===== src/hdl/act_buf_pkg.sv =====
// Activation buffer package with the sizes, register map and status bit positions
`default_nettype none

package act_buf_pkg;

    // ------------------------------
    // Data sizes
    // ------------------------------
    localparam int ACT_W      = 8;
    localparam int EXT_W      = 32;
    localparam int LINE_W     = 256;
    localparam int BEATS      = 8;
    localparam int BEAT_IDX_W = 3;

    // ------------------------------
    // Buffer depth and pointers
    // ------------------------------
    localparam int LINES = 32;
    localparam int PTR_W = 5;
    // One bit wider than a pointer so a full buffer counts as 32
    localparam int CNT_W = 6;

    // ------------------------------
    // Register block
    // ------------------------------
    localparam int REG_ADDR_W = 2;
    localparam int REG_W      = 32;

    localparam logic [REG_ADDR_W-1:0] REG_STATUS = 2'd0;
    localparam logic [REG_ADDR_W-1:0] REG_COUNT  = 2'd1;
    localparam logic [REG_ADDR_W-1:0] REG_HEAD   = 2'd2;
    localparam logic [REG_ADDR_W-1:0] REG_TAIL   = 2'd3;

    // Status word bits on read
    localparam int ST_EMPTY     = 0;
    localparam int ST_FULL      = 1;
    localparam int ST_OVERFLOW  = 2;
    localparam int ST_UNDERFLOW = 3;
    localparam int ST_MIX       = 4;

    // Command bits on a write to the status address
    localparam int CMD_CLR_ERR = 0;
    localparam int CMD_FLUSH   = 1;

endpackage

`default_nettype wire


===== src/hdl/act_buf_regs.sv =====
// Activation buffer register block with status readback, sticky errors and flush command
`default_nettype none

module act_buf_regs (
    input  wire logic                                clk,
    input  wire logic                                nrst,

    // Register access
    input  wire logic                                reg_wr_i,
    input  wire logic                                reg_rd_i,
    input  wire logic [act_buf_pkg::REG_ADDR_W-1:0]  reg_addr_i,
    input  wire logic [act_buf_pkg::REG_W-1:0]       reg_wdata_i,

    // Controller status
    input  wire logic [act_buf_pkg::CNT_W-1:0]       count_i,
    input  wire logic [act_buf_pkg::PTR_W-1:0]       head_i,
    input  wire logic [act_buf_pkg::PTR_W-1:0]       tail_i,
    input  wire logic                                full_i,
    input  wire logic                                empty_i,

    // Controller events
    input  wire logic                                ovf_i,
    input  wire logic                                unf_i,
    input  wire logic                                mix_i,

    output      logic [act_buf_pkg::REG_W-1:0]       reg_rdata_o,
    output      logic                                flush_o
);

    logic                            status_wr;
    logic                            clr_err;
    logic                            ovf_q, unf_q, mix_q;
    logic [act_buf_pkg::REG_W-1:0]   status_word;
    logic [act_buf_pkg::REG_W-1:0]   rd_mux;

    assign status_wr = reg_wr_i & (reg_addr_i == act_buf_pkg::REG_STATUS);
    assign clr_err   = status_wr & reg_wdata_i[act_buf_pkg::CMD_CLR_ERR];

    // ------------------------------
    // Sticky error flags
    // ------------------------------

    // A new event beats a clear in the same cycle
    always_ff @(posedge clk or negedge nrst) begin
        if (!nrst) begin
            ovf_q   <= 1'b0;
            unf_q   <= 1'b0;
            mix_q   <= 1'b0;
            flush_o <= 1'b0;
        end else begin
            ovf_q   <= (ovf_q & ~clr_err) | ovf_i;
            unf_q   <= (unf_q & ~clr_err) | unf_i;
            mix_q   <= (mix_q & ~clr_err) | mix_i;
            flush_o <= status_wr & reg_wdata_i[act_buf_pkg::CMD_FLUSH];
        end
    end

    // ------------------------------
    // Readback
    // ------------------------------
    always_comb begin
        status_word = '0;
        status_word[act_buf_pkg::ST_EMPTY]     = empty_i;
        status_word[act_buf_pkg::ST_FULL]      = full_i;
        status_word[act_buf_pkg::ST_OVERFLOW]  = ovf_q;
        status_word[act_buf_pkg::ST_UNDERFLOW] = unf_q;
        status_word[act_buf_pkg::ST_MIX]       = mix_q;

        case (reg_addr_i)
            act_buf_pkg::REG_COUNT: rd_mux = act_buf_pkg::REG_W'(count_i);
            act_buf_pkg::REG_HEAD:  rd_mux = act_buf_pkg::REG_W'(head_i);
            act_buf_pkg::REG_TAIL:  rd_mux = act_buf_pkg::REG_W'(tail_i);
            default:                rd_mux = status_word;
        endcase
    end

    always_ff @(posedge clk or negedge nrst) begin
        if (!nrst) begin
            reg_rdata_o <= '0;
        end else if (reg_rd_i) begin
            reg_rdata_o <= rd_mux;
        end
    end

endmodule

`default_nettype wire


===== config.mk =====
export PLATFORM = sky130hd
export DESIGN_NAME = act_buf_regs
export DESIGN_NICKNAME = d
export VERILOG_FILES = /design/src/hdl/act_buf_pkg.sv /design/src/hdl/act_buf_regs.sv
export SDC_FILE = /design/constraint.sdc
export NUM_CORES = 1
export LEC_CHECK = 0
export ABC_AREA = 1
export BUFFER_PORTS_ARGS = -buffer_cell sky130_fd_sc_hd__buf_2
export CORE_MARGIN = 1.5
export CORE_UTILIZATION = 33
export CTS_BUF_LIST = sky130_fd_sc_hd__clkbuf_2
export DETAILED_ROUTE_END_ITERATION = 12
export GPL_TIMING_DRIVEN = 0
export MAX_ROUTING_LAYER = met4
export PLACE_DENSITY = 0.81
export REMOVE_ABC_BUFFERS = 1
export SLEW_MARGIN = 40
export SYNTH_ARGS = -nofsm -noshare
export SYNTH_HDL_FRONTEND = slang
export SYNTH_SLANG_ARGS = --single-unit
export TNS_END_PERCENT = 100

===== constraint.sdc =====
create_clock -name clk -period 0.8 [get_ports clk]
set_input_delay 0 -clock clk [delete_from_list [all_inputs] [get_ports clk]]
set_output_delay 0 -clock clk [all_outputs]
set_load 0.01 [all_outputs]

==> flow_metrics.py <==
metrics = {
    "layout": {
        "drive_gt1_share_pct": 30.14,
        "fin_util_pct": 43.31,
        "fin_cells": 174,
        "multiInputGateArea_sq_um": 351.6,
        "fillers": 241,
        "finalNetCount": 206,
        "area_delta_synth_final_pct": 25.38,
        "ff_latch_area_sq_um": 250.2,
        "antenna_cells": 0,
    },
    "setup_path": {
        "cp_slowest_cell": "dfrtp_1",
        "r2r-start": "reg_rdata_o[5]",
        "max_stage_delay_ns": 0.40,
        "worst_setup_path_start_kind": "flip-flop",
        "startpoint": "reg_rdata_o[3]",
        "path_cells": "buf_2",
        "critical_path_class": "flip-flop to output pin",
        "critical_path_buf_inv_count": 1,
        "required_ns": 0.80,
        "cpLargestDelayFamily": "flip-flops",
        "arrival_ns": 0.79,
        "end_kind": "output pin",
        "cp_max_fo": 2,
    },
    "global_route": {
        "antenna_found_initial": 0,
        "grt_pass1_vias": 574,
        "grt_max_degree": 13,
        "globalRouteTotalUtil_pct": 12.62,
        "grt.overflow.total": 0,
        "grt_pass1_wl_um": 2311,
    },
    "power": {
        "p_total_w": 0.001188,
        "power_density_nw_per_um2": 1264,
        "p_leak_nw": 0.5801,
        "ir_drop_mv": 0.6283,
    },
    "routing": {
        "viasPerCell": 3.902,
        "wl_per_cell_um": 8.322,
        "drt_first_pass_iters": 4,
        "post-route-drc-count": 0,
        "drt_iter0_markers": 8,
        "vias": 679,
        "routed_wl_um": 1448,
        "ant_nets": 0,
    },
    "synthesis": {
        "syn_avg_cell_area_sq_um": 7.348,
        "seq_area_frac_synth_pct": 33.39,
        "postSynthCellCount": 102,
        "ys_ff_latch": 10,
        "yosys_warnings": 0,
        "syn_area_sq_um": 749.5,
        "synth_cell_types": 13,
    },
    "sta": {
        "fin_tns_setup_ns": 0,
        "setup_violations": 0,
        "rsz0062_at_grt": "true",
        "fin_skew_ns": 0.002740,
        "fin_crit_ns": 0.7927,
        "hold_viol": 0,
        "fin_crit_sh_pct": 99.09,
        "maxSlewViolCount": 0,
        "max_freq_mhz": 1262,
    },
    "clock_tree": {
        "clock-sinks": 10,
        "path_clk_slew_ns": 0.10,
        "numCtsBuffers": 3,
        "cts.path.max_buffers": 2,
        "cts-htree-levels": 1,
        "cts_tree": "built",
        "worstSkewPairLatency_ns": 0.25,
        "root_buffer": "clkbuf_2",
    },
    "floorplan": {
        "die_h_um": 50.66,
        "design.die.area_sq_um": 2566,
        "die_width_um": 50.66,
        "coreArea_sq_um": 2170,
        "num_rows": 17,
        "ioPinCount": 92,
        "initial_core_util_pct": 34.54,
    },
    "placed_design": {
        "place_inst": 162,
        "hpwl_um": 1168,
        "io_buffers": 35,
        "gp_congestion": 0.7427,
    },
    "run_status": {
        "outcome": "complete, no violations",
    },
    "hold_path": {
        "hold_path_startpoint": "reg_wr_i",
        "hp-class": "input port to flip-flop",
    },
    "flow_run": {
        "max_cap_viol_count": 0,
    },
}
==> cells in the mapped netlist, drive strengths merged <==
cell type	n	share of area, %
buf	28	28
nand2	24	12
nand3	11	7.3
dfrtp	10	33
inv	9	4.5
o21bai	8	8.0
nor2	7	3.8
a21oi	3	2.0
conb	1	0.50
o21ai	1	0.67
==> worst reg2reg max path, stage by stage (launching register included) <==
cell and delay [ns]:
dfrtp_1 0.39, buf_4 0.13, nand2_1 0.05, o21ai_0 0.07
==> layer usage <==
metal / wire length (um) / GRT usage, %
met1: 595 / 11.87
met2: 744 / 23.46
met3: 99 / 3.869
met4: 8 / 5.405
met5: 0 / -
==> final timing paths <==
check                                  to  slack [ns]  cells past startpoint
max in group asynchronous           ovf_q        0.49                      2
min reg2reg                reg_rdata_o[1]        0.48                      2
max                        reg_rdata_o[3]       0.007                      1
min in group asynchronous  reg_rdata_o[3]        0.13                      2
min                               flush_o       0.001                      3
max reg2reg                reg_rdata_o[5]        0.05                      3
==> cells in the final DEF, fill, tap and decap left out, drive strengths merged <==
cell type,n
a21oi,3
clkinv,1
nand2,24
o21bai,8
o21ai,1
dfrtp,10
inv,9
nor2,7
clkbuf,3
buf,37
dlygate4sd3,6
nand3,11
conb,26
==> per-stage QoR <==
step / cell area [sq um] / setup slack (ns) / hold WS [ns]
floorplan: 635.6 / 0.1322 / -0.2956
global placement: 845.8 / -0.1082 / -0.1317
detailed placement: 845.8 / -0.1275 / -0.1279
CTS: 924.6 / -0.005553 / 0.001366
global route: 939.7 / -0.05052 / 0.005044
finish: 939.7 / 0.007308 / 0.001214
==> kinds of logic after synthesis <==
group                  synth area share (%)
AOI/OAI and AO/OA                     10.68
and+or+nand+nor                       23.21
buffers and inverters                 32.22
other                                0.5004
DFF                                   33.39
==> flip-flops by register name, indices dropped and copies added (netlist names) <==
name         flops
ovf_q            1
mix_q            1
flush_o          1
unf_q            1
reg_rdata_o      6
==> cell type report <==
| class | instances | share of cell area [%] |
|---|---|---|
| repair buffers | 43 | 26.63 |
| multi-input cells | 80 | 37.42 |
| inverters | 9 | 3.595 |
| clock inverters | 1 | 0.3995 |
| flip-flops and latches | 10 | 26.63 |
| clock buffers | 3 | 1.598 |
| well taps | 28 | 3.728 |
==> report_power, final <==
group	internal (W)	switching [W]	total [W]	leakage, nW
Combinational	0.000148	0.000195	0.000343	0.451
Clock	0.000109	0.000174	0.000282	0.0140
Sequential	0.000544	0.0000191	0.000563	0.116
Total	0.000800	0.000388	0.00119	0.580
==> what timing repair did <==
item	CTS	global route
setup buffers	0	2
endpoints found under the setup margin	2	7
endpoints found under the hold margin	15	0
gates resized for setup	0	1
hold buffers	6	0
Note: power is estimated with default switching activity, not from simulation.
