File: config.mk
export PLATFORM = sky130hd
export DESIGN_NAME = act_fifo_ctrl
export DESIGN_NICKNAME = d
export VERILOG_FILES = /design/src/hdl/act_buf_pkg.sv /design/src/hdl/act_fifo_ctrl.sv
export SDC_FILE = /design/constraint.sdc
export NUM_CORES = 1
export LEC_CHECK = 0
export BUFFER_PORTS_ARGS = -buffer_cell sky130_fd_sc_hd__buf_2
export CORE_MARGIN = 2
export CORE_UTILIZATION = 46
export DETAILED_ROUTE_END_ITERATION = 10
export PLACE_DENSITY = 0.87
export REMOVE_ABC_BUFFERS = 1
export SLEW_MARGIN = 10
export SYNTH_ARGS = -nofsm -noshare
export SYNTH_HDL_FRONTEND = slang
export SYNTH_SLANG_ARGS = --single-unit
File: constraint.sdc
create_clock -name clk -period 3.4 [get_ports clk]
set_input_delay 0.68 -clock clk [delete_from_list [all_inputs] [get_ports clk]]
set_output_delay 0.68 -clock clk [all_outputs]
set_load 0.05 [all_outputs]
File: src/hdl/act_buf_pkg.sv
// Activation buffer package with the sizes, register map and status bit positions
`default_nettype none

package act_buf_pkg;

    // ------------------------------
    // Data sizes
    // ------------------------------
    localparam int ACT_W      = 8;
    localparam int EXT_W      = 32;
    localparam int LINE_W     = 256;
    localparam int BEATS      = 8;
    localparam int BEAT_IDX_W = 3;

    // ------------------------------
    // Buffer depth and pointers
    // ------------------------------
    localparam int LINES = 32;
    localparam int PTR_W = 5;
    // One bit wider than a pointer so a full buffer counts as 32
    localparam int CNT_W = 6;

    // ------------------------------
    // Register block
    // ------------------------------
    localparam int REG_ADDR_W = 2;
    localparam int REG_W      = 32;

    localparam logic [REG_ADDR_W-1:0] REG_STATUS = 2'd0;
    localparam logic [REG_ADDR_W-1:0] REG_COUNT  = 2'd1;
    localparam logic [REG_ADDR_W-1:0] REG_HEAD   = 2'd2;
    localparam logic [REG_ADDR_W-1:0] REG_TAIL   = 2'd3;

    // Status word bits on read
    localparam int ST_EMPTY     = 0;
    localparam int ST_FULL      = 1;
    localparam int ST_OVERFLOW  = 2;
    localparam int ST_UNDERFLOW = 3;
    localparam int ST_MIX       = 4;

    // Command bits on a write to the status address
    localparam int CMD_CLR_ERR = 0;
    localparam int CMD_FLUSH   = 1;

endpackage

`default_nettype wire

File: src/hdl/act_fifo_ctrl.sv
// Activation FIFO controller for pointers, beat counters, occupancy and strobe arbitration
`default_nettype none

module act_fifo_ctrl (
    input  wire logic                                clk,
    input  wire logic                                nrst,

    input  wire logic                                ext_wr_en_i,
    input  wire logic                                int_wr_en_i,
    input  wire logic                                ext_rd_en_i,
    input  wire logic                                int_rd_en_i,
    input  wire logic                                flush_i,

    // Memory control
    output      logic                                bwr_en_o,
    output      logic                                lwr_en_o,
    output      logic [act_buf_pkg::PTR_W-1:0]       wr_addr_o,
    output      logic [act_buf_pkg::BEAT_IDX_W-1:0]  wr_beat_o,
    output      logic                                rd_en_o,
    output      logic [act_buf_pkg::PTR_W-1:0]       rd_addr_o,
    output      logic [act_buf_pkg::BEAT_IDX_W-1:0]  rd_beat_o,

    // Status
    output      logic [act_buf_pkg::CNT_W-1:0]       count_o,
    output      logic [act_buf_pkg::PTR_W-1:0]       head_o,
    output      logic [act_buf_pkg::PTR_W-1:0]       tail_o,
    output      logic                                full_o,
    output      logic                                empty_o,

    // Error events, one pulse per refused or dropped strobe
    output      logic                                ovf_o,
    output      logic                                unf_o,
    output      logic                                mix_o
);

    localparam logic [act_buf_pkg::BEAT_IDX_W-1:0] LAST_BEAT =
        act_buf_pkg::BEAT_IDX_W'(act_buf_pkg::BEATS - 1);

    logic [act_buf_pkg::BEAT_IDX_W-1:0] wr_beat;
    logic [act_buf_pkg::BEAT_IDX_W-1:0] rd_beat;
    logic                               iw, ew, ir, er;
    logic                               wr_line_start, rd_line_start;
    logic                               int_wr_ok, ext_wr_ok;
    logic                               int_rd_ok, ext_rd_ok;
    logic                               head_adv, tail_adv;

    // ------------------------------
    // Arbitration
    // ------------------------------

    // Strobes in a flush cycle are ignored entirely
    assign iw = int_wr_en_i & ~flush_i;
    assign ew = ext_wr_en_i & ~flush_i;
    assign ir = int_rd_en_i & ~flush_i;
    assign er = ext_rd_en_i & ~flush_i;

    assign wr_line_start = (wr_beat == '0);
    assign rd_line_start = (rd_beat == '0);

    // Internal side wins, external strobe dropped when both are high
    assign int_wr_ok = iw & wr_line_start & ~full_o;
    assign ext_wr_ok = ew & ~iw & ~(wr_line_start & full_o);
    assign int_rd_ok = ir & rd_line_start & ~empty_o;
    assign ext_rd_ok = er & ~ir & ~(rd_line_start & empty_o);

    assign head_adv = int_wr_ok | (ext_wr_ok & (wr_beat == LAST_BEAT));
    assign tail_adv = int_rd_ok | (ext_rd_ok & (rd_beat == LAST_BEAT));

    // Partial line implies count below full, so refusal causes never overlap
    assign ovf_o = (iw | ew) & wr_line_start & full_o;
    assign unf_o = (ir | er) & rd_line_start & empty_o;
    assign mix_o = (iw & ew) | (ir & er) | (iw & ~wr_line_start) | (ir & ~rd_line_start);

    // Memory control
    assign bwr_en_o  = ext_wr_ok;
    assign lwr_en_o  = int_wr_ok;
    assign wr_addr_o = head_o;
    assign wr_beat_o = wr_beat;
    assign rd_en_o   = int_rd_ok | ext_rd_ok;
    assign rd_addr_o = tail_o;
    assign rd_beat_o = rd_beat;

    assign full_o  = (count_o == act_buf_pkg::CNT_W'(act_buf_pkg::LINES));
    assign empty_o = (count_o == '0);

    // ------------------------------
    // State
    // ------------------------------
    always_ff @(posedge clk or negedge nrst) begin
        if (!nrst) begin
            head_o  <= '0;
            tail_o  <= '0;
            wr_beat <= '0;
            rd_beat <= '0;
            count_o <= '0;
        end else if (flush_i) begin
            head_o  <= '0;
            tail_o  <= '0;
            wr_beat <= '0;
            rd_beat <= '0;
            count_o <= '0;
        end else begin
            if (ext_wr_ok) begin
                wr_beat <= wr_beat + 1'b1;
            end
            if (ext_rd_ok) begin
                rd_beat <= rd_beat + 1'b1;
            end
            if (head_adv) begin
                head_o <= head_o + 1'b1;
            end
            if (tail_adv) begin
                tail_o <= tail_o + 1'b1;
            end
            // Count only moves on whole lines
            case ({head_adv, tail_adv})
                2'b10:   count_o <= count_o + 1'b1;
                2'b01:   count_o <= count_o - 1'b1;
                default: count_o <= count_o;
            endcase
        end
    end

endmodule

`default_nettype wire

==> impl_metrics.tcl, run 1 <==
set metrics [dict create \
    status "finished clean" \
    die_w_um 61.5 \
    io_buffer_count 46 \
    crit_chain "or4b_1, o41a_1, and2_4, nor2_2, ha_1, o21ai_0, o21a_1, or2_2, a2111o_1, nand4_1" \
    wl_per_cell_um 13.1 \
    synthXorXnorAreaFrac 0.0741 \
    grt_max_degree 23 \
    dp.cells 244 \
    slew_headroom 0.670 \
    min_path_type "primary input to asynchronous set/reset pin" \
    finalPower_w 0.00119 \
    wl_met2_um 1540 \
    syn2layout_area_growth_pct 18.1 \
    antenna_left 0 \
    start_kind "flip-flop" \
    cp_max_fo 6 \
    antenna_found_initial 0 \
    min_period_ns 3.17 \
    row_count 20 \
    max_cap_viol_count 0 \
    highest_layer "met3" \
    max_clock_freq_mhz 316 \
    synth_area_um2 1520 \
    synth-compound-area-share 0.115 \
    p_leak_nw 1.00 \
    ys.flop_type "dfrtp_1" \
    slew_violations 0 \
    synth_seq_cells 22 \
    final_layout_size_suffix_gt1_frac 0.304 \
    io_pins 47 \
    h-tree-depth 1 \
    synthMuxAreaShare 0.0626 \
    start_util 0.490 \
    worst-path-buf-inv 0 \
    finClkSkew_ns 0.00194 \
    root_buffer "clkbuf_4" \
    worst_r2r_path_depth 10 \
    die_h_um 61.5 \
    cts_buffer_depth 2 \
    path_clk_slew_ns 0.12 \
    drt_first_pass_iters 4 \
    grt_pass1_wl_um 5140 \
    rsz0062_at_grt "no" \
    grt-ovfl-total 0 \
    clkSinkCount 22 \
    grt.total_usage 0.182 \
    path_delay_family "simple AND/OR/NAND/NOR gates" \
    synthArstFlopShare 1.00 \
    post-route-drc-count 0 \
    gp_congestion 0.863 \
    routed_wl_um 3260 \
    cts_tree "done" \
    final_cell_mix "buf_2, dfrtp_1, nor2_1" \
    synthCells 161 \
    synth_warnings 0 \
    final-setup-viol-count 0 \
    wl_met3_um 186 \
    synth-simple-area-share 0.193 \
    drtIter0Drc 66 \
    grt_pass1_vias 1122 \
    dieArea_um2 3780 \
    hpwl_um 2520 \
    drt-met1-wl_um 1530 \
    cts_hold_buf 0 \
    synthAdderAreaFrac 0.112 \
    period_share 0.932 \
    viasPerCell 5.13 \
    yosysUniqueCellTypes 45 \
    whs_ns 0.312 \
    crit_path_top_delay_cell "or4b_1" \
    syn_avg_cell_area_um2 9.44 \
    synth_top_family_by_area "simple AND/OR/NAND/NOR gates" \
    p_per_area_nw_per_um2 663 \
    dr_total_vias 1271 \
    layout.nets 225 \
    finalNonFillerCells 248 \
    synth_seq_area_share 0.362 \
    cp_data_arrival_time_ns 3.41 \
    ir_drop_uv 469 \
    worst-setup-path-type "flip-flop to flip-flop" \
    clk_latency_ns 0.30 \
    numCtsBuffers 3 \
    core_area_um2 3100 \
    cp.depth 10 \
    tightestPinTransition_ns 0.493 \
    final_common_cell "buf_2" \
    num_antenna_cells 0 \
    worst_path_largest_cell_delay_ns 0.54 \
    end_kind "flip-flop" \
    synth_edf_count 0 \
    hold_viol_final 0 \
    cp.required_ns 3.65 \
]
==> routing by layer <==
layer,track usage,vias to the layer above
li1,-,636
met1,0.254,592
met2,0.299,43
met3,0.0168,0
met4,0.0547,0
met5,0,-
==> layout make-up <==
cell class,count,area (um^2)
fillers,288,1310
multi-input cells,118,848
flip-flops and latches,22,551
repair buffers,52,275
well taps,44,55.1
clock buffers,4,36.3
inverters,8,30.0
==> synthesized netlist by cell type, drive strengths merged, types with 2 or more instances <==
master,n,area share
dfrtp,22,0.36
nor2,21,0.052
nand2,14,0.036
ha,12,0.099
buf,11,0.057
inv,8,0.020
mux2i,8,0.053
a21oi,7,0.023
xor2,7,0.040
xnor2,5,0.034
nand3,4,0.013
and2,3,0.014
nand2b,3,0.012
nand4,3,0.012
o21ai,3,0.0099
a211oi,2,0.0099
a21o,2,0.0099
clkbuf,2,0.0049
nor2b,2,0.0082
==> registers in the layout, summed over array words and instances, names as in the netlist <==
| name | count |
|---|---|
| wr_beat_o | 3 |
| head_o | 5 |
| rd_beat_o | 3 |
| rd_addr_o | 5 |
| count_o | 6 |
==> through the flow <==
stage / util / area [um^2] / setup slack (ns) / setup TNS, ns
4_1_cts: 0.578 / 1790 / 0.0957 / 0
3_5_place_dp: 0.566 / 1760 / 0.143 / 0
5_1_grt: 0.579 / 1800 / 0.0301 / 0
2_1_floorplan: - / 1430 / -0.448 / -0.799
3_3_place_gp: 0.566 / 1760 / 0.220 / 0
6_report: 0.579 / 1800 / 0.231 / 0
==> kinds of logic (layout without fill, tap and decap cells) <==
family | count (synthesis) | count (layout)
buf+inv | 21 | 64
compound gates | 25 | 25
mux | 9 | 9
xor+xnor | 12 | 12
flops | 22 | 22
fa+ha+maj | 13 | 13
simple gates | 59 | 59
==> path summary, 6_finish.rpt <==
check / startpoint / to / slack (ns)
max: count_o[3]$_DFFE_PN0P_ / count_o[5]$_DFFE_PN0P_ / 0.23
min: nrst / wr_beat_o[2]$_DFFE_PN0P_ / 0.31
max reg2reg: count_o[3]$_DFFE_PN0P_ / count_o[5]$_DFFE_PN0P_ / 0.23
min reg2reg: head_o[4]$_DFFE_PN0P_ / head_o[4]$_DFFE_PN0P_ / 0.51
max in group asynchronous: nrst / rd_beat_o[0]$_DFFE_PN0P_ / 2.77
min in group clk: head_o[4]$_DFFE_PN0P_ / head_o[4]$_DFFE_PN0P_ / 0.51
==> what timing repair did <==
item | 4_1_cts | 5_1_grt
resized for setup | 0 | 1
endpoints found under the setup margin | 0 | 1
setup buffers | 0 | 0
==> power breakdown <==
group | leakage (nW) | switching (W) | internal (W) | total [W]
combinational | 0.682 | 0.000477 | 0.000217 | 0.000694
clock | 0.0210 | 0.0000773 | 0.0000653 | 0.000143
sequential | 0.301 | 0.0000551 | 0.000300 | 0.000355
total | 1.00 | 0.000609 | 0.000582 | 0.00119
(Power assumes the default switching activity.)
==> inputs of run 2 (changes only) <==
--- a/config.mk
+++ b/config.mk
@@ -6,10 +6,13 @@
 export NUM_CORES = 1
 export LEC_CHECK = 0
 export BUFFER_PORTS_ARGS = -buffer_cell sky130_fd_sc_hd__buf_2
+export CELL_PAD_IN_SITES_DETAIL_PLACEMENT = 0
+export CELL_PAD_IN_SITES_GLOBAL_PLACEMENT = 1
 export CORE_MARGIN = 2
-export CORE_UTILIZATION = 46
+export CORE_UTILIZATION = 34
 export DETAILED_ROUTE_END_ITERATION = 10
-export PLACE_DENSITY = 0.87
+export HOLD_SLACK_MARGIN = 0.03
+export PLACE_DENSITY = 0.86
 export REMOVE_ABC_BUFFERS = 1
 export SLEW_MARGIN = 10
 export SYNTH_ARGS = -nofsm -noshare
==> run 2 against run 1 <==
  * Core utilization fell by 16 points
  * Global-route usage fell by 4.4 points
  * Sequential power fell by 1%
  * Combinational power fell by 1%
  * Clock power rose by 31%
  * Maximum frequency fell by 0.13%
  * Critical path depth did not move
  * Clock skew fell by 0.00089 ns
  * Critical endpoint unchanged
  * Largest cell class unchanged
  * Largest power group unchanged
  * Highest routed layer is now met4
==> impl_metrics.tcl, run 2 (synthesized netlist as in run 1, its figures left out) <==
set metrics [dict create \
    root_buffer "clkbuf_8" \
    cp_data_arrival_time_ns 3.37 \
    layout.nets 226 \
    tightestPinTransition_ns 0.532 \
    cp.required_ns 3.59 \
    finClkSkew_ns 0.00105 \
    layout_setup_ws_ns 0.227 \
    r2r-end "count_o[5]$_DFFE_PN0P_" \
    tns_ns 0 \
    worst_path_largest_cell_delay_ns 0.55 \
    hold_viol_final 0 \
    largest-register "count_o" \
    final-setup-viol-count 0 \
    worst_r2r_path_depth 10 \
    finalPower_w 0.00122 \
    final_cell_mix "buf_2, dfrtp_1, nor2_1" \
    h-tree-depth 1 \
    timing.critical_path.to "count_o[5]$_DFFE_PN0P_" \
    post_cts_buffers 0 \
    antenna_found_initial 0 \
    p_leak_nw 1.02 \
    cp.depth 10 \
    grt-ovfl-total 0 \
    ctsResizeCount 0 \
    drt_first_pass_iters 4 \
    viasPerCell 4.90 \
    routed_wl_um 3290 \
    numCtsBuffers 3 \
    post-route-drc-count 0 \
    grt_pass1_wl_um 5540 \
    ir_drop_uv 277 \
    r2r_setup_slack_ns 0.23 \
    core_area_um2 4320 \
    hpwl_um 2500 \
    r2r_start "count_o[3]$_DFFE_PN0P_" \
    crit_path_top_delay_cell "or4b_1" \
    clk_latency_ns 0.26 \
    dp_slack_ns 0.108 \
    max_cap_viol_count 0 \
    path_clk_slew_ns 0.08 \
    row_count 24 \
    path_delay_family "simple AND/OR/NAND/NOR gates" \
    critPathLaunch "count_o[3]$_DFFE_PN0P_" \
    cts_hold_buf 0 \
    grt_max_degree 23 \
    crit_chain "or4b_1, o41a_1, and2_4, nor2_2, ha_1, o21ai_0, o21a_1, or2_2, a2111o_1, nand4_1" \
    end_kind "flip-flop" \
    drtIter0Drc 42 \
    slew_headroom 0.645 \
    p_per_area_nw_per_um2 668 \
    gp_congestion 0.831 \
    start_util 0.352 \
    io_pins 47 \
    worst-path-buf-inv 0 \
    start_kind "flip-flop" \
    io_buffer_count 46 \
    die_h_um 70.9 \
    final_common_cell "buf_2" \
    status "finished clean" \
    antenna_left 0 \
    max_clock_freq_mhz 315 \
    cts_buffer_depth 2 \
    die_w_um 70.9 \
    dr_total_vias 1260 \
    cp_max_fo 6 \
    num_antenna_cells 0 \
    wl_per_cell_um 12.8 \
    min_period_ns 3.17 \
    largest_reg_flops 6 \
    grt.total_usage 0.138 \
    rsz0062_at_grt "no" \
    slew_violations 0 \
    final_layout_size_suffix_gt1_frac 0.307 \
    grt_pass1_vias 1211 \
    clkSinkCount 22 \
    worst-setup-path-type "flip-flop to flip-flop" \
    period_share 0.933 \
    dieArea_um2 5020 \
    syn2layout_area_growth_pct 20.5 \
    min_path_type "primary input to asynchronous set/reset pin" \
    cts_tree "done" \
]
==> run 2: worst min path at each step <==
stage | end | slack, ns | start
after floorplan | count_o[0]$_DFFE_PN0P_ | 0.38 | nrst
after detailed placement | head_o[4]$_DFFE_PN0P_ | 0.51 | head_o[4]$_DFFE_PN0P_
final | wr_beat_o[1]$_DFFE_PN0P_ | 0.39 | nrst
after CTS | rd_beat_o[1]$_DFFE_PN0P_ | 0.40 | nrst
after global routing | count_o[2]$_DFFE_PN0P_ | 0.42 | nrst
after global placement | rd_addr_o[4]$_DFFE_PN0P_ | 0.49 | rd_addr_o[4]$_DFFE_PN0P_
==> run 2: cell type report <==
cell class | instances | area (um^2)
Inverter | 8 | 30.0
Clock buffer | 4 | 55.1
Tap cell | 52 | 65.1
Sequential cell | 22 | 551
Fill cell | 450 | 2490
Timing Repair Buffer | 53 | 283
Multi-Input combinational cell | 118 | 848
==> run 2: power by group <==
group	switching (W)	total, W	internal (W)
logic	0.000469	0.000686	0.000217
registers	0.0000514	0.000351	0.000300
clock network	0.0000841	0.000187	0.000103
total	0.000605	0.00122	0.000619
==> run 2: metrics by stage <==
step,instance area (um^2),hold slack (ns),utilization,instances
after floorplan,1430,0.384,-,148
after global placement,1770,0.489,0.410,253
after detailed placement,1770,0.509,0.410,253
after CTS,1830,0.402,0.423,257
after global routing,1830,0.422,0.424,257
final,1830,0.391,0.424,257
==> run 2: worst reg2reg max path, delay by kind of cell, from the launching register on <==
family                     cells  cell delay (ns)
and+or+nand+nor                5             1.36
DFF                            1             0.43
adders and majority gates      1             0.26
AOI/OAI and AO/OA              4             1.06
==> run 2: per-layer routing <==
layer	share of wire	routed length (um)	track usage
met3	0.042	137	0.0342
met5	0	0	0
met4	0.0064	21	0.0252
met1	0.48	1590	0.178
met2	0.47	1540	0.238
